### src/design/slim_mac_macros.svh
// size constants shared by the tile MAC engine
`ifndef SLIM_MAC_MACROS_SVH
`define SLIM_MAC_MACROS_SVH

// ====================
// tile geometry
// ====================
// edge of a square weight tile
`define SLIM_TILE        4
// signed Q8.8 sample
`define SLIM_DATA_W      16
`define SLIM_ACC_W       32
`define SLIM_FRAC_BITS   8

// ====================
// arrays and buffers
// ====================
// one weight bank per MAC array
`define SLIM_N_ARRAY     4
`define SLIM_WBUF_DEPTH  16
`define SLIM_XBUF_DEPTH  16
// shared by both buffers
`define SLIM_ADDR_W      4

// registered stages from mac_valid_in to mac_valid_out
`define SLIM_MAC_LATENCY 3

`endif

### src/design/slim_mac_ctrl_pkg.sv
// control types of the tile MAC job sequencing
`include "slim_mac_macros.svh"

package slim_mac_ctrl_pkg;

    // job FSM states
    typedef enum logic [1:0] {
        IDLE,
        FETCH,
        COMPUTE,
        DONE
    } ctrl_state_t;

    // address into weight banks and xt buffer
    typedef logic [`SLIM_ADDR_W-1:0] buf_addr_t;

    // selects one weight bank on writes
    typedef logic [$clog2(`SLIM_N_ARRAY)-1:0] bank_idx_t;

endpackage

### src/design/slim_mac_data_pkg.sv
// numeric data types of the tile MAC datapath
`include "slim_mac_macros.svh"

package slim_mac_data_pkg;

    // ====================
    // scalars
    // ====================
    // one Q8.8 sample
    typedef logic signed [`SLIM_DATA_W-1:0] sample_t;

    // products and row sums, wraps at 32 bits
    typedef logic signed [`SLIM_ACC_W-1:0] acc_t;

    // ====================
    // packed words
    // ====================
    // row-major tile, element (i,j) at slot i*TILE+j
    typedef logic [`SLIM_TILE*`SLIM_TILE*`SLIM_DATA_W-1:0] weight_tile_t;

    // broadcast input vector, element j at slot j
    typedef logic [`SLIM_TILE*`SLIM_DATA_W-1:0] xt_vec_t;

    // shifted and truncated outputs, element i at slot i
    typedef logic [`SLIM_TILE*`SLIM_DATA_W-1:0] result_vec_t;

endpackage

### src/design/xt_vector_buffer.sv
// input vector memory with a registered synchronous read
`timescale 1ns/1ns
`include "slim_mac_macros.svh"

module xt_vector_buffer (
    input  logic                         clk,
    input  logic                         rst_n,
    // write port
    input  logic                         wr_en,
    input  slim_mac_ctrl_pkg::buf_addr_t wr_addr,
    input  slim_mac_data_pkg::xt_vec_t   wr_data,
    // read port
    input  logic                         rd_en,
    input  slim_mac_ctrl_pkg::buf_addr_t rd_addr,
    output slim_mac_data_pkg::xt_vec_t   rd_vec
);

    // one vector per word
    slim_mac_data_pkg::xt_vec_t mem [`SLIM_XBUF_DEPTH];

    // ====================
    // write
    // ====================
    always_ff @(posedge clk) begin
        if (wr_en) begin
            mem[wr_addr] <= wr_data;
        end
    end

    // ====================
    // read
    // ====================
    // zero until the first job reads
    // then holds the last vector fetched
    always_ff @(posedge clk or negedge rst_n) begin
        if (!rst_n) begin
            rd_vec <= '0;
        end else if (rd_en) begin
            rd_vec <= mem[rd_addr];
        end
    end

endmodule

### config.mk
export PLATFORM = sky130hd
export DESIGN_NAME = xt_vector_buffer
export DESIGN_NICKNAME = d
export VERILOG_FILES = /design/src/design/slim_mac_ctrl_pkg.sv /design/src/design/slim_mac_data_pkg.sv /design/src/design/xt_vector_buffer.sv
export VERILOG_INCLUDE_DIRS = /design/src /design/src/design
export SDC_FILE = /design/constraint.sdc
export NUM_CORES = 1
export LEC_CHECK = 0
export ABC_AREA = 0
export BUFFER_PORTS_ARGS = -buffer_cell sky130_fd_sc_hd__buf_2
export CORE_MARGIN = 8
export CORE_UTILIZATION = 60
export DETAILED_ROUTE_END_ITERATION = 12
export PLACE_DENSITY = 0.85
export SLEW_MARGIN = 20
export SYNTH_ARGS = -nofsm -noshare
export SYNTH_HDL_FRONTEND = slang
export SYNTH_SLANG_ARGS = --single-unit
export TNS_END_PERCENT = 1
### constraint.sdc
create_clock -name clk -period 2.3 [get_ports clk]
set_input_delay 0 -clock clk [delete_from_list [all_inputs] [get_ports clk]]
set_output_delay 0 -clock clk [all_outputs]
set_load 0.005 [all_outputs]
==> out/results.tsv, run 1 <==
metric	value	unit
globalplace.congestion	0.7400	
syn_area	41060	µm²
die_area	77060	µm²
hold_violations	0	
insertion_delay	670	ps
relSlewSlack	0.3756	
grt_max_degree	129	
ant_nets	0	
ys_types	25	
slowest_stage	dlygate4sd3_1	
power_density	892.7	nW/µm²
worstSetupEndpointType	register	
syn_inst	1726	
period_minus_slack	2204	ps
synth_fp_nets	1802	
drt-total-wl	109500	µm
die_y	277.6	µm
rsz0062_at_grt	no	
fin_skew	24.85	ps
synth_area_leader_cell	edfxtp_1	
drv_cap	0	
postCtsSetupRepairBufs	0	
slew_viol_final	0	
hp-class	in2reg	
cts_root_buffer	clkbuf_16	
syn_avg_cell_area	23.79	µm²
numPortBuffers	139	
synth_top_area_share	0.7489	
finalCritPeriodShare	0.9584	
peakVddDrop	0.5676	mV
start_util	0.6019	
drc	0	
drtPass1Iterations	6	
grt_antenna_before_repair	9	
critPathRequiredTime	2630	ps
ys_ff_latch	1088	
finalSetupViolations	0	
crit_chain	dlygate4sd3_1, buf_2, or3b_4, dlygate4sd3_1, nor2_4, buf_12	
drtIter0Drc	3169	
htree_levels	3	
dp_cells	2715	
path_buf_inv	4	
cts.sinks	1088	
yosysMostFrequentCell	edfxtp_1	
p_sw	9.016	mW
outcome	completed	
route.detailed.wl_per_inst	36.82	µm
tightest_slew	936.6	ps
area_growth	15.47	%
p_leak	15.41	nW
pwr-share-clk	0.408	
numCtsBuffers	98	
cts_hold_buf	70	
fin_area	47420	µm²
cts_tree	built	
tns	0	ps
synth_area_leaders	edfxtp_1 75%, mux4_2 14%, dfrtp_1 3.9%	
io_pins	140	
die_w	277.6	µm
grt_pass1_vias	22310	
vias	21180	
fmax	453.6	MHz
ys_seq_area_frac	0.7879	
p_int	33.31	mW
placed_area	43320	µm²
path_delay_family	buffers and inverters	
clockBufferDepth	3	
n_fill_cell	3629	
path_clk_slew	60	ps
p_comb_frac	0.060	
power.total	42.33	mW
ys.flop_type	edfxtp_1	
holdWs	32.52	ps
nets	2079	
cp.arrival	2540	ps
hpwl	49060	µm
cpPeakStageDelay	680	ps
ys_warn_count	0	
rows	96	
netSwitchingFraction	0.2130	
via_per_inst	7.120	
cp_max_fo	20	
critical_path_class	in2reg	
ys_async_sr_fraction	0.05882	
grt_pass1_wl	158300	µm
synth-edff-count	1024	
grt_overflow	0	
synth_commonest_cells	1024 x edfxtp_1, 254 x mux4_2, 76 x nor2_1	
cpMostUsedCell	dlygate4sd3_1	
fin_cells	2974	
drive_gt1_frac	0.3138	
start_kind	input port	
seqPwrFrac	0.532	
cts.repair.resized	0	
core	68230	µm²
grt_usage	0.2842	
[power by group through the flow]
| stage | clock network, mW | registers, mW | logic [mW] |
|---|---|---|---|
| floorplan | 0 | 22.8 | 1.34 |
| global placement | 0 | 22.8 | 2.19 |
| detailed placement | 0 | 22.9 | 2.30 |
| CTS | 17.2 | 22.5 | 2.51 |
| global route | 18.0 | 22.5 | 2.66 |
| finish | 17.3 | 22.5 | 2.55 |
[final cells by class]
| cell class | instances | area [µm²] | area share |
|---|---|---|---|
| diodes | 8 | 20.02 | 0.0004222 |
| flip-flops and latches | 1088 | 32350 | 0.6823 |
| clock buffers | 138 | 2839 | 0.05987 |
| repair buffers | 277 | 2515 | 0.05304 |
| clock inverters | 43 | 526.8 | 0.01111 |
| multi-input cells | 538 | 8060 | 0.1700 |
| well taps | 882 | 1104 | 0.02327 |
[cell usage in the layout (no fill, tap or decap), drive strengths merged]
cell,count
edfxtp,1024
mux4,256
buf,208
clkbuf,138
nor2,76
dlygate4sd3,69
o22ai,64
mux2i,64
dfrtp,64
a221oi,64
clkinv,29
bufinv,13
diode,8
nor3,4
nand2b,3
nand3b,2
nand2,1
nand3,1
or3b,1
or2,1
and2,1
inv,1
[logic make-up (layout without fill, tap and decap cells)]
group                  after synthesis  after routing  synth area share
AO/OA/AOI/OAI                      128            128           0.02752
buffers and inverters              100            458           0.01944
flip-flops                        1088           1088            0.7879
multiplexers                       320            320            0.1562
other                                0              8                 0
AND/OR/NAND/NOR                     90             90          0.008989
[worst paths after layout]
kind / endpoint / startpoint / depth (start not counted) / slack (ps)
min in group asynchronous: rd_vec[35]$_DFFE_PN0P_ / rst_n / 4 / 530
max in group asynchronous: rd_vec[52]$_DFFE_PN0P_ / rst_n / 4 / 1480
min reg2reg: rd_vec[62]$_DFFE_PN0P_ / rd_vec[62]$_DFFE_PN0P_ / 2 / 560
max: mem[3][53]$_DFFE_PP_ / wr_addr[3] / 6 / 100
max reg2reg: rd_vec[59]$_DFFE_PN0P_ / mem[0][59]$_DFFE_PP_ / 3 / 700
min: rd_vec[62]$_DFFE_PN0P_ / rd_en / 4 / 30
[worst register-to-register path: cells and delay by family (launching register included)]
kind | cells | cell delay [ps]
muxes | 1 | 520
AOI/OAI and AO/OA | 2 | 500
DFF | 1 | 420
[state kept, by name, summed over array words and instances (netlist names)]
| name | flops |
|---|---|
| mem | 1024 |
| rd_vec | 64 |
[per-stage QoR]
step	util	setup WS (ps)
3_5_place_dp	0.6349	500.9
2_1_floorplan	-	-926.3
5_1_grt	0.6950	76.49
4_1_cts	0.6947	160.0
6_report	0.6950	95.61
3_3_place_gp	0.6349	569.5
[routing by layer]
layer  GRT usage  routed length (µm)  share of wire
met3     0.05781               11890           0.11
met1      0.3387               34570           0.32
met5           0                  14        0.00013
met2      0.4782               55910           0.51
met4      0.1742                7111          0.065
Power figures use the tool's default switching activity.
==> run 2: changes to the inputs <==
--- a/config.mk
+++ b/config.mk
@@ -8,8 +8,10 @@
 export LEC_CHECK = 0
 export ABC_AREA = 0
 export BUFFER_PORTS_ARGS = -buffer_cell sky130_fd_sc_hd__buf_2
+export CORE_ASPECT_RATIO = 1.25
 export CORE_MARGIN = 8
 export CORE_UTILIZATION = 60
+export CTS_CLUSTER_DIAMETER = 60
 export DETAILED_ROUTE_END_ITERATION = 12
 export PLACE_DENSITY = 0.85
 export SLEW_MARGIN = 20
==> run 2 against run 1 <==
- final cell count hardly changed
- cell area is 0.21% lower
- via count is 1.1% lower
- global-route usage is 1.0 points lower
- fmax is 26% higher
- wire length is 3.6% lower
- combinational power hardly changed
==> out/results.tsv, run 2 (synthesis results as in run 1) <==
metric	value	unit
tightest_slew	899.9	ps
grt_pass1_wl	152900	µm
path_clk_slew	70	ps
vias	20940	
hpwl	52270	µm
crit_chain	dlygate4sd3_1, buf_8, buf_12, mux4_2, o22ai_1, a221oi_1	
pre_cts_ws	527.7	ps
fin_skew	23.55	ps
area_growth	15.23	%
regArea	32350	µm²
clockBufferDepth	3	
cts_root_buffer	clkbuf_16	
cts.repair.resized	0	
tns	0	ps
min-delay-start	wr_addr[1]	
n_fill_cell	3645	
drtPass1Iterations	6	
placed_area	43290	µm²
r2r_end	rd_vec[28]$_DFFE_PN0P_	
holdPathEnd	mem[4][30]$_DFFE_PP_	
top_register	mem	
io_pins	140	
die_w	250.0	µm
fmax	570.6	MHz
period_minus_slack	1752	ps
cp_max_fo	37	
drc	0	
r2r-start	mem[13][28]$_DFFE_PP_	
route.detailed.wl_per_inst	35.48	µm
ant_nets	0	
nets	2088	
finalSetupViolations	0	
reg.largest.list	mem x1024, rd_vec x64	
numCtsBuffers	98	
cts_tree	built	
worstHoldPathCells	3	
drive_gt1_frac	0.3195	
final_util	0.6957	
start_kind	input port	
critPathRequiredTime	2780	ps
holdWs	110.3	ps
grt_max_degree	129	
critical_path_class	in2reg	
outcome	completed	
insertion_delay	650	ps
cp.arrival	2240	ps
grt_antenna_before_repair	8	
fin_ws	547.6	ps
fin_area	47320	µm²
grt_usage	0.2738	
drv_cap	0	
relSlewSlack	0.4001	
largest_reg_flops	1024	
hold_violations	0	
reg2reg_depth	3	
dp_cells	2714	
power_density	882.6	nW/µm²
worstSetupEndpointType	register	
cts.sinks	1088	
reg2reg_slack	700	ps
p_leak	15.39	nW
drt-total-wl	105600	µm
core	68010	µm²
die_y	308.5	µm
globalplace.congestion	0.7402	
numPortBuffers	139	
die_area	77120	µm²
rsz0062_at_grt	no	
grt_pass1_vias	22270	
hp-class	in2reg	
rows	107	
postCtsSetupRepairBufs	0	
start_util	0.6038	
via_per_inst	7.038	
slew_viol_final	0	
peakVddDrop	0.6241	mV
grt_overflow	0	
drtIter0Drc	3070	
finalCritPeriodShare	0.7619	
mostFrequentLayoutCells	1024 x edfxtp_1, 254 x mux4_2, 134 x buf_2	
multi_input_area	8063	µm²
cpPeakStageDelay	580	ps
fin_cells	2976	
layout_commonest_cell	edfxtp_1	
htree_levels	3	
slowest_stage	dlygate4sd3_1	
power.total	41.76	mW
[run 2: cell count changes in the layout (fill, tap and decap cells not counted), moves of 3 or more]
| cell | change |
|---|---|
| buf_12 | -8 |
| buf_4 | +16 |
| clkinvlp_4 | +5 |
| clkinv_8 | +4 |
| clkinv_1 | -3 |
| clkbuf_8 | -4 |
| clkinv_2 | +7 |
| bufinv_16 | -5 |
[run 2: power by group]
part           switching (mW)  total (mW)  internal, mW
clock network            7.38        16.8          9.38
registers               0.283        22.5          22.2
logic                    1.45        2.52          1.07
total                    9.12        41.8          32.6
[run 2: cell type report]
class / count / area share
multi-input cells: 538 / 0.1704
diodes: 7 / 0.0003702
flip-flops and latches: 1088 / 0.6837
repair buffers: 286 / 0.05289
clock inverters: 52 / 0.01126
clock buffers: 133 / 0.05831
well taps: 872 / 0.02306
[run 2: routing by layer]
metal | vias up | part of all wire | track usage
met5 | - | 0.00015 | 0
met4 | 2 | 0.048 | 0.1395
met3 | 333 | 0.11 | 0.05145
met2 | 1807 | 0.52 | 0.4654
met1 | 10800 | 0.33 | 0.3382
li1 | 7999 | - | -
[run 2: repair_timing]
item	4_1_cts	5_1_grt
endpoints found under the setup margin	0	0
hold buffers	70	0
endpoints found under the hold margin	1100	0
[run 2: worst max path at each step]
stage                                  end  slack, ps       start  cells after the start
detailed placement  rd_vec[22]$_DFFE_PN0P_        530  rd_addr[2]                      5
finish              rd_vec[59]$_DFFE_PN0P_        550  rd_addr[1]                      6
global route        rd_vec[56]$_DFFE_PN0P_        500  rd_addr[1]                      6
global placement    rd_vec[48]$_DFFE_PN0P_        560  rd_addr[2]                      6
floorplan              mem[8][0]$_DFFE_PP_       -930  wr_addr[2]                      2
CTS                 rd_vec[59]$_DFFE_PN0P_        590  rd_addr[1]                      6
[run 2: critical path: cells and delay by family]
family                 cells  cell delay [ps]
buffers and inverters      3             1190
multiplexers               1              570
AO/OA/AOI/OAI              2              430
