### src/design/slim_mac_macros.svh
// size constants shared by the tile MAC engine
`ifndef SLIM_MAC_MACROS_SVH
`define SLIM_MAC_MACROS_SVH

// ====================
// tile geometry
// ====================
// edge of a square weight tile
`define SLIM_TILE        4
// signed Q8.8 sample
`define SLIM_DATA_W      16
`define SLIM_ACC_W       32
`define SLIM_FRAC_BITS   8

// ====================
// arrays and buffers
// ====================
// one weight bank per MAC array
`define SLIM_N_ARRAY     4
`define SLIM_WBUF_DEPTH  16
`define SLIM_XBUF_DEPTH  16
// shared by both buffers
`define SLIM_ADDR_W      4

// registered stages from mac_valid_in to mac_valid_out
`define SLIM_MAC_LATENCY 3

`endif

### src/design/slim_mac_ctrl_pkg.sv
// control types of the tile MAC job sequencing
`include "slim_mac_macros.svh"

package slim_mac_ctrl_pkg;

    // job FSM states
    typedef enum logic [1:0] {
        IDLE,
        FETCH,
        COMPUTE,
        DONE
    } ctrl_state_t;

    // address into weight banks and xt buffer
    typedef logic [`SLIM_ADDR_W-1:0] buf_addr_t;

    // selects one weight bank on writes
    typedef logic [$clog2(`SLIM_N_ARRAY)-1:0] bank_idx_t;

endpackage

### src/design/slim_mac_data_pkg.sv
// numeric data types of the tile MAC datapath
`include "slim_mac_macros.svh"

package slim_mac_data_pkg;

    // ====================
    // scalars
    // ====================
    // one Q8.8 sample
    typedef logic signed [`SLIM_DATA_W-1:0] sample_t;

    // products and row sums, wraps at 32 bits
    typedef logic signed [`SLIM_ACC_W-1:0] acc_t;

    // ====================
    // packed words
    // ====================
    // row-major tile, element (i,j) at slot i*TILE+j
    typedef logic [`SLIM_TILE*`SLIM_TILE*`SLIM_DATA_W-1:0] weight_tile_t;

    // broadcast input vector, element j at slot j
    typedef logic [`SLIM_TILE*`SLIM_DATA_W-1:0] xt_vec_t;

    // shifted and truncated outputs, element i at slot i
    typedef logic [`SLIM_TILE*`SLIM_DATA_W-1:0] result_vec_t;

endpackage

### src/design/mac_job_controller.sv
// job FSM with start and result handshakes and the shared wrapping read address
`timescale 1ns/1ns
`include "slim_mac_macros.svh"

module mac_job_controller (
    input  logic                           clk,
    input  logic                           rst_n,
    // start handshake
    input  logic                           s_valid,
    output logic                           s_ready,
    // result handshake
    output logic                           m_valid,
    input  logic                           m_ready,
    // buffer read
    output logic                           rd_en,
    output slim_mac_ctrl_pkg::buf_addr_t   rd_addr,
    // pipeline side
    output logic                           mac_valid_in,
    input  logic                           mac_valid_out,
    input  slim_mac_data_pkg::result_vec_t result_word,
    output slim_mac_data_pkg::result_vec_t result
);

    slim_mac_ctrl_pkg::ctrl_state_t state;
    slim_mac_ctrl_pkg::ctrl_state_t next_state;

    // ====================
    // next state
    // ====================
    always_comb begin
        next_state = state;
        case (state)
            slim_mac_ctrl_pkg::IDLE: begin
                // accept on s_valid while idle
                if (s_valid) begin
                    next_state = slim_mac_ctrl_pkg::FETCH;
                end
            end
            // single read cycle
            slim_mac_ctrl_pkg::FETCH: next_state = slim_mac_ctrl_pkg::COMPUTE;
            slim_mac_ctrl_pkg::COMPUTE: begin
                if (mac_valid_out) begin
                    next_state = slim_mac_ctrl_pkg::DONE;
                end
            end
            slim_mac_ctrl_pkg::DONE: begin
                // wait here for as long as m_ready stays low
                if (m_ready) begin
                    next_state = slim_mac_ctrl_pkg::IDLE;
                end
            end
            default: next_state = slim_mac_ctrl_pkg::IDLE;
        endcase
    end

    always_ff @(posedge clk or negedge rst_n) begin
        if (!rst_n) begin
            state <= slim_mac_ctrl_pkg::IDLE;
        end else begin
            state <= next_state;
        end
    end

    // handshake flags straight from state
    assign s_ready = (state == slim_mac_ctrl_pkg::IDLE);
    assign m_valid = (state == slim_mac_ctrl_pkg::DONE);
    assign rd_en   = (state == slim_mac_ctrl_pkg::FETCH);

    // ====================
    // read address
    // ====================
    // steps when FETCH is left, wraps at buffer depth
    always_ff @(posedge clk or negedge rst_n) begin
        if (!rst_n) begin
            rd_addr <= '0;
        end else if (rd_en) begin
            if (int'(rd_addr) == `SLIM_WBUF_DEPTH - 1) begin
                rd_addr <= '0;
            end else begin
                rd_addr <= rd_addr + 1'b1;
            end
        end
    end

    // buffer data arrives one cycle after rd_en
    always_ff @(posedge clk or negedge rst_n) begin
        if (!rst_n) begin
            mac_valid_in <= 1'b0;
        end else begin
            mac_valid_in <= rd_en;
        end
    end

    // capture once, held through back-pressure
    always_ff @(posedge clk) begin
        if (state == slim_mac_ctrl_pkg::COMPUTE && mac_valid_out) begin
            result <= result_word;
        end
    end

    // ====================
    // checks
    // ====================
    a_hold_result: assert property (
        @(posedge clk) disable iff (!rst_n)
        (m_valid && !m_ready) |=> (m_valid && $stable(result))
    ) else $error("result dropped or changed under back-pressure");

    a_ready_valid_excl: assert property (
        @(posedge clk) disable iff (!rst_n)
        !(s_ready && m_valid)
    ) else $error("s_ready and m_valid high together");

endmodule

### config.mk
export PLATFORM = sky130hd
export DESIGN_NAME = mac_job_controller
export DESIGN_NICKNAME = d
export VERILOG_FILES = /design/src/design/slim_mac_ctrl_pkg.sv /design/src/design/slim_mac_data_pkg.sv /design/src/design/mac_job_controller.sv
export VERILOG_INCLUDE_DIRS = /design/src /design/src/design
export SDC_FILE = /design/constraint.sdc
export NUM_CORES = 1
export LEC_CHECK = 0
export BUFFER_PORTS_ARGS = -buffer_cell sky130_fd_sc_hd__buf_2
export CAP_MARGIN = 20
export CORE_ASPECT_RATIO = 2
export CORE_MARGIN = 2
export CORE_UTILIZATION = 45
export DETAILED_ROUTE_END_ITERATION = 7
export PLACE_DENSITY = 0.94
export SLEW_MARGIN = 30
export SYNTH_ARGS = -nofsm -noshare
export SYNTH_HDL_FRONTEND = slang
export SYNTH_SLANG_ARGS = --single-unit
export TNS_END_PERCENT = 5
### constraint.sdc
create_clock -name clk -period 6.6 [get_ports clk]
set_clock_uncertainty 0.2 [all_clocks]
set_input_delay 0.99 -clock clk [delete_from_list [all_inputs] [get_ports clk]]
set_output_delay 0.99 -clock clk [all_outputs]
set_load 0.01 [all_outputs]
==> reports/metrics.csv, run 1 <==
metric,value,unit
die area,5740,um2
ratio of cells with drive above 1 in the final layout,0.609,
Mapped Cells,99,
HP Class,primary input to asynchronous set/reset pin,
Crit. End Element,output port,
outcome,"complete, no violations",
Die Width,54.6,um
Max Cap Viol,0,
final setup violating endpoints,0,
Fillers,373,
cts bufs inserted,9,
number of port buffers,140,
final hold vios,0,
CTS tree,yes,
Final TNS setup,0,ns
RSZ-0062 raised after global routing,no,
Total Power,1.18,mW
Worst setup SP type,flip-flop,
CTS max path bufs,2,
area grow syn2layout,40.6,%
total global-route track usage,0.186,
largest family of logic cells by synthesized area,adder cells,
"most common cell after layout, fill and taps aside",buf_2,
Synth Area in XOR/XNOR,0.00381,
Worst Path Arrival,1.34,ns
WP data required,5.41,ns
DRC violations left,0,
Final Slew Violations,0,
cts hold-fix bufs,0,
Synthesis Warnings,0,
Initial Utilization,0.469,
Slew Limit Headroom,0.637,
post-synthesis mux area share,0.0141,
register bit count reported by yosys,71,
standard cell core area,4910,um2
initial antenna violation count,0,
final net count,326,
Starting DRT DRC Count,58,
"Seq/Total Area, Yosys",0.911,
vias,1459,
Compound-Gate Fraction of Synth Area,0.0131,
Placed Area,3080,um2
leak pwr,1.43,nW
final cycle utilization of the critical path,0.383,
clk_lat worst skew,0.33,ns
adder-cell share of the synthesized area,0.0326,
vias in the first global route,1485,
Die H,105,um
clock sinks,71,
Final HPWL DP,3850,um
Ant. Diodes,0,
Avg WL per Cell,15.8,um
post-synthesis simple-gate area fraction,0.0152,
H-tree depth,3,
Post-Layout Inst Area,3240,um2
Power Density,365,nW/um2
top-level I/O count,141,
crit path kind,flip-flop to output port,
Max rail drop VDD,0.255,mV
DR pass1 iterations,4,
most frequent cells in the layout,"buf_2 (140), edfxtp_1 (64), clkbuf_8 (9)",
minimum clock period,2.53,ns
routed vias/inst,4.66,
first-pass GRT wire length,7100,um
Rows,36,
Clock transition at path regs,0.06,ns
Syn Std Cell Area,2300,um2
Max Clock Freq,0.396,GHz
# resized after CTS,0,
Antenna Violating Nets Remaining,0,
Final GP Congestion,0.724,
largest net degree at the start of global routing,45,
CTS Root Cell,clkbuf_8,
post-synthesis cell type count,16,
post-layout util,0.659,
Total Routed Length,4960,um
syn_nets,174,
Slew @ Worst Pin,0.545,ns
grt ovf,0,
"Max FO, Critical Path",8,
mean post-synth cell area,23.2,um2
post-CTS setup repair buffer count,0,
## logic make-up after synthesis
logic type / after synthesis
flops: 71
compound gates: 5
simple gates: 7
buf+inv: 6
fa+ha+maj: 6
mux: 3
xor+xnor: 1
## registers in the layout (all words and copies together) (netlist names)
signal        flops
mac_valid_in      1
rd_addr           4
result           64
state             2
## per-stage QoR
stage	instances	hold slack, ns	setup slack [ns]
2_1_floorplan	99	0.312	4.16
3_3_place_gp	297	0.299	3.97
3_5_place_dp	297	0.305	3.93
4_1_cts	313	0.263	4.05
5_1_grt	313	0.264	3.95
6_report	313	0.277	4.07
## power by group
part	switching [mW]	internal, mW	total, mW
Sequential	0.0371	0.601	0.638
Combinational	0.162	0.109	0.271
Clock	0.141	0.131	0.271
Total	0.340	0.841	1.18
## critical path, stage by stage (launching register included)
cell and delay (ns):
dfrtp_1 0.41, inv_1 0.11, ha_1 0.30, buf_2 0.18
## cells in the mapped netlist
cell type   n  area [um2]
a21oi_1     1        5.00
a222oi_1    1        10.0
and2_2      1        7.51
dfrtp_1     7         175
edfxtp_1   64        1920
ha_1        6        75.1
inv_1       6        22.5
mux2_1      1        11.3
mux2_2      1        11.3
mux2i_1     1        10.0
nand2_1     2        7.51
nand3_1     2        10.0
nand4_1     1        6.26
nor2_1      1        3.75
o21ai_0     3        15.0
xnor2_1     1        8.76
## path summary, 6_finish.rpt
path / start / endpoint / slack, ns / depth (start not counted)
worst max-delay path: state[1] / rd_en / 4.07 / 3
min in group clk: rd_addr[3] / rd_addr[3] / 0.31 / 1
worst max register to register: state[0] / result[33] / 4.24 / 4
worst min-delay path: rst_n / rd_addr[3] / 0.28 / 1
worst min register to register: rd_addr[3] / rd_addr[3] / 0.31 / 1
max in group asynchronous: rst_n / state[0] / 5.77 / 1
## layer usage
layer | vias up | GRT usage | routed length [um]
met4 | 0 | 0.127 | 217
met5 | - | 0 | 0
met1 | 688 | 0.169 | 1500
met2 | 70 | 0.314 | 2890
li1 | 680 | - | -
met3 | 21 | 0.0700 | 348
## cell type report
cell class | instances | area, um2 | share of cell area
Tap cell | 57 | 71.3 | 0.0220
Clock buffer | 10 | 128 | 0.0394
Multi-Input combinational cell | 22 | 181 | 0.0561
Inverter | 6 | 22.5 | 0.00696
Sequential cell | 71 | 2100 | 0.648
Timing Repair Buffer | 141 | 708 | 0.219
Clock inverter | 6 | 27.5 | 0.00851
Power figures use the tool's default switching activity.
==> inputs of run 2 (changes only) <==
CORE_UTILIZATION = 42   (was 45)
PLACE_DENSITY = 0.89   (was 0.94)
clock period = 2.6 ns   (was 6.6 ns; I/O delays follow)
==> reports/metrics.csv, run 2 (synthesis gave the netlist of run 1 again) <==
metric,value,unit
first-pass GRT wire length,6920,um
max reg flops,64,
final cycle utilization of the critical path,0.743,
Crit. End Element,output port,
total global-route track usage,0.160,
Final HPWL DP,3860,um
CTS Root Cell,clkbuf_8,
post-CTS setup repair buffer count,0,
Total Routed Length,5040,um
grt ovf,0,
Initial Utilization,0.428,
"slowest stage delay, CP",0.41,ns
Max Clock Freq,0.518,GHz
initial antenna violation count,0,
H-tree depth,3,
final worst slack,0.669,ns
Biggest register,result,
# resized after CTS,0,
Slew @ Worst Pin,0.498,ns
Worst setup SP type,flip-flop,
Die H,109,um
number of port buffers,140,
Worst Path Arrival,1.34,ns
final net count,327,
CTS tree,yes,
clock sinks,71,
pre-CTS setup slack,0.701,ns
crit path kind,flip-flop to output port,
routed vias/inst,4.53,
Avg WL per Cell,15.9,um
CTS max path bufs,2,
WP data required,2.01,ns
Slew Limit Headroom,0.668,
Final GP Congestion,0.705,
clk_lat worst skew,0.33,ns
Antenna Violating Nets Remaining,0,
GR Layer Usage met1,0.140,
CP max stage cell,dfrtp_1,
Largest regs,"result x64, rd_addr x4, state x2",
leak pwr,1.45,nW
top-level I/O count,141,
minimum clock period,1.93,ns
"most common cell after layout, fill and taps aside",buf_2,
GRT Max-Usage Layer,met2,
Max Cap Viol,0,
HP Class,primary input to flip-flop,
crit path cell chain,inv_1 > ha_1 > buf_2,
DRC violations left,0,
Total Power,3.13,mW
area grow syn2layout,43.3,%
M3 GR Usage,0.0759,
die area,6120,um2
cts bufs inserted,9,
outcome,"complete, no violations",
final setup violating endpoints,0,
vias in the first global route,1438,
vias,1437,
largest net degree at the start of global routing,65,
Final TNS setup,0,ns
Post-Layout Inst Area,3300,um2
Rows,38,
DR pass1 iterations,4,
Placed Area,3100,um2
Starting DRT DRC Count,43,
RSZ-0062 raised after global routing,no,
met2 Use GR,0.282,
Max rail drop VDD,0.652,mV
"Max FO, Critical Path",8,
cts hold-fix bufs,1,
final hold vios,0,
Power Density,948,nW/um2
ratio of cells with drive above 1 in the final layout,0.607,
standard cell core area,5370,um2
Clock transition at path regs,0.07,ns
Fillers,435,
Final Slew Violations,0,
Ant. Diodes,0,
Die Width,56.3,um
most frequent cells in the layout,"buf_2 (140), edfxtp_1 (64), clkbuf_8 (13)",
WHS,0.0285,ns
==> run 2: worst paths after layout <==
| check | startpoint | endpoint | slack (ns) | cells past startpoint |
|---|---|---|---|---|
| max | state[1] | rd_en | 0.67 | 3 |
| min | result_word[3] | result[3] | 0.03 | 1 |
| max in group asynchronous | rst_n | rd_addr[2] | 1.82 | 2 |
| min in group asynchronous | rst_n | state[1] | 0.22 | 2 |
| max reg2reg | state[0] | state[1] | 0.70 | 4 |
| min reg2reg | rd_addr[3] | rd_addr[3] | 0.34 | 1 |
==> run 2: layer usage <==
layer	wire, um	vias to the layer above
li1	-	684
met1	1530	677
met2	3000	65
met3	371	11
met4	140	0
met5	0	-
==> run 2: layout make-up <==
class | instances | area (um2) | share of cell area
clock buffers | 16 | 190 | 0.0577
well taps | 60 | 75.1 | 0.0228
inverters | 6 | 22.5 | 0.00683
flip-flops and latches | 71 | 2100 | 0.636
multi-input cells | 22 | 181 | 0.0550
repair buffers | 142 | 731 | 0.222
==> run 2: through the flow <==
step                      cells   util
final                       317  0.614
after global routing        317  0.614
after global placement      300  0.576
after detailed placement    300  0.576
after floorplan              99      -
after CTS                   317  0.614
==> run 2: critical path: cells and delay by family, from the launching register on <==
| kind | cells | cell delay [ns] |
|---|---|---|
| flip-flops | 1 | 0.41 |
| adder cells (fa/ha/maj) | 1 | 0.30 |
| buffers and inverters | 2 | 0.29 |
==> run 2: power by group <==
group | total [mW] | internal (mW) | switching (mW)
combinational | 0.706 | 0.289 | 0.417
clock | 0.800 | 0.452 | 0.348
sequential | 1.62 | 1.52 | 0.0956
==> inputs of run 3 (changes only) <==
CORE_UTILIZATION = 38   (was 42)
PLACE_DENSITY = 0.86   (was 0.89)
clock period = 1.6 ns   (was 2.6 ns; I/O delays follow)
==> reports/metrics.csv, run 3 (synthesis gave the netlist of run 1 again) <==
metric,value,unit
outcome,finished with violations,
initial antenna violation count,0,
leak pwr,1.80,nW
Ant. Diodes,0,
ratio of cells with drive above 1 in the final layout,0.520,
Largest regs,"result x64, rd_addr x4, state x2",
routed vias/inst,4.61,
Final GP Congestion,0.730,
HP Class,primary input to asynchronous set/reset pin,
switching part of the total,0.274,
CTS max path bufs,2,
Post-Layout Inst Area,4160,um2
Comb power frac,0.253,
Starting DRT DRC Count,42,
DRC violations left,0,
Total Routed Length,6660,um
Antenna Violating Nets Remaining,0,
grt ovf,0,
DR pass1 iterations,4,
vias,1808,
CTS tree,yes,
Power Density,1470,nW/um2
Crit. End Element,output port,
# placed instances,308,
clock sinks,71,
CTS Root Cell,clkbuf_16,
Biggest register,result,
cts bufs inserted,9,
largest net degree at the start of global routing,31,
post-layout util,0.704,
Avg WL per Cell,17.0,um
first-pass GRT wire length,10000,um
Max Cap Viol,0,
Die Width,59.0,um
most frequent cells in the layout,"buf_2 (140), dlygate4sd3_1 (65), edfxtp_1 (64)",
total global-route track usage,0.209,
top-level I/O count,141,
Slew Limit Headroom,0.733,
pre-CTS setup slack,-0.134,ns
"Max FO, Critical Path",8,
final worst slack,-0.122,ns
Die H,114,um
crit path kind,flip-flop to output port,
area grow syn2layout,80.6,%
Slew @ Worst Pin,0.400,ns
H-tree depth,3,
Initial Utilization,0.390,
number of port buffers,140,
switching power,1.68,mW
reg2reg setup slack,-0.12,ns
Internal Power,4.44,mW
WP data required,1.16,ns
Clock transition at path regs,0.05,ns
Worst Path Arrival,1.28,ns
minimum clock period,1.72,ns
Clk pwr share,0.311,
failing checks,negative setup slack,
RSZ-0062 raised after global routing,yes,
die area,6730,um2
Rows,40,
Max rail drop VDD,1.12,mV
standard cell core area,5910,um2
final cycle utilization of the critical path,1.08,
vias in the first global route,1986,
register share of total power,0.436,
max reg flops,64,
final net count,399,
Layout Cells excl Fill,392,
final hold vios,0,
clk_lat worst skew,0.32,ns
Worst setup SP type,flip-flop,
"most common cell after layout, fill and taps aside",buf_2,
final setup violating endpoints,33,
Final HPWL DP,4080,um
Final Slew Violations,0,
Max Clock Freq,0.581,GHz
Placed Area,3180,um2
==> run 3: changes by cell type in the layout (fill, tap and decap cells not counted), sizes merged <==
cell         delta
dlygate4sd3    +64
buf             +8
clkbuf          -6
clkinvlp        +3
clkinv          +2
bufinv          +1
==> run 3: cell type report <==
cell class	count	area, um2
Sequential cell	71	2100
Fill cell	381	1750
Timing Repair Buffer	214	1460
Clock buffer	10	229
Multi-Input combinational cell	22	210
Tap cell	63	78.8
Clock inverter	6	61.3
Inverter	6	22.5
==> run 3: worst max-delay path, cell delays in order (launching register included) <==
cell	delay, ns
dfrtp_2	0.44
inv_2	0.07
buf_4	0.12
ha_4	0.18
buf_2	0.15
==> run 3: power groups by stage <==
stage                     registers [mW]  logic [mW]  clock network [mW]
after global routing                2.70        1.68                2.04
after global placement              2.66        1.24                   0
after floorplan                     2.84       0.439                   0
after CTS                           2.64        1.49                1.92
after detailed placement            2.67        1.32                   0
final                               2.67        1.55                1.90
==> run 3: timing repair <==
| action | CTS | global route |
|---|---|---|
| gates resized for setup | 3 | 2 |
| buffers inserted | 1 | 2 |
| hold buffers | 65 | 0 |
| pin swaps | 2 | 2 |
| hold endpoints to repair | 71 | 0 |
| endpoints found under the setup margin | 6 | 35 |
==> run 3: metrics by stage <==
step                      hold WS (ns)  setup TNS (ns)  power, mW
after floorplan                 -0.256           -8.60       3.28
after global placement          -0.127         -0.0366       3.90
after detailed placement        -0.120          -0.215       3.99
after CTS                       0.0648          -0.354       6.06
after global routing             0.116           -4.57       6.43
final                           0.0684           -1.41       6.11
==> run 3: worst paths after layout <==
path | startpoint | to | cells after the start
worst max-delay path | state[1] | rd_en | 4
worst min-delay path | rst_n | rd_addr[3] | 2
worst max register to register | state[0] | state[1] | 4
worst min register to register | rd_addr[3] | rd_addr[3] | 1
max in group asynchronous | rst_n | state[1] | 2
min in group clk | s_valid | state[1] | 4
==> run 3: per-layer routing <==
metal	track usage	wire [um]	vias to the layer above
met5	0	0	-
met3	0.0748	663	11
li1	-	-	830
met1	0.219	2390	831
met4	0.0788	110	0
met2	0.370	3490	136
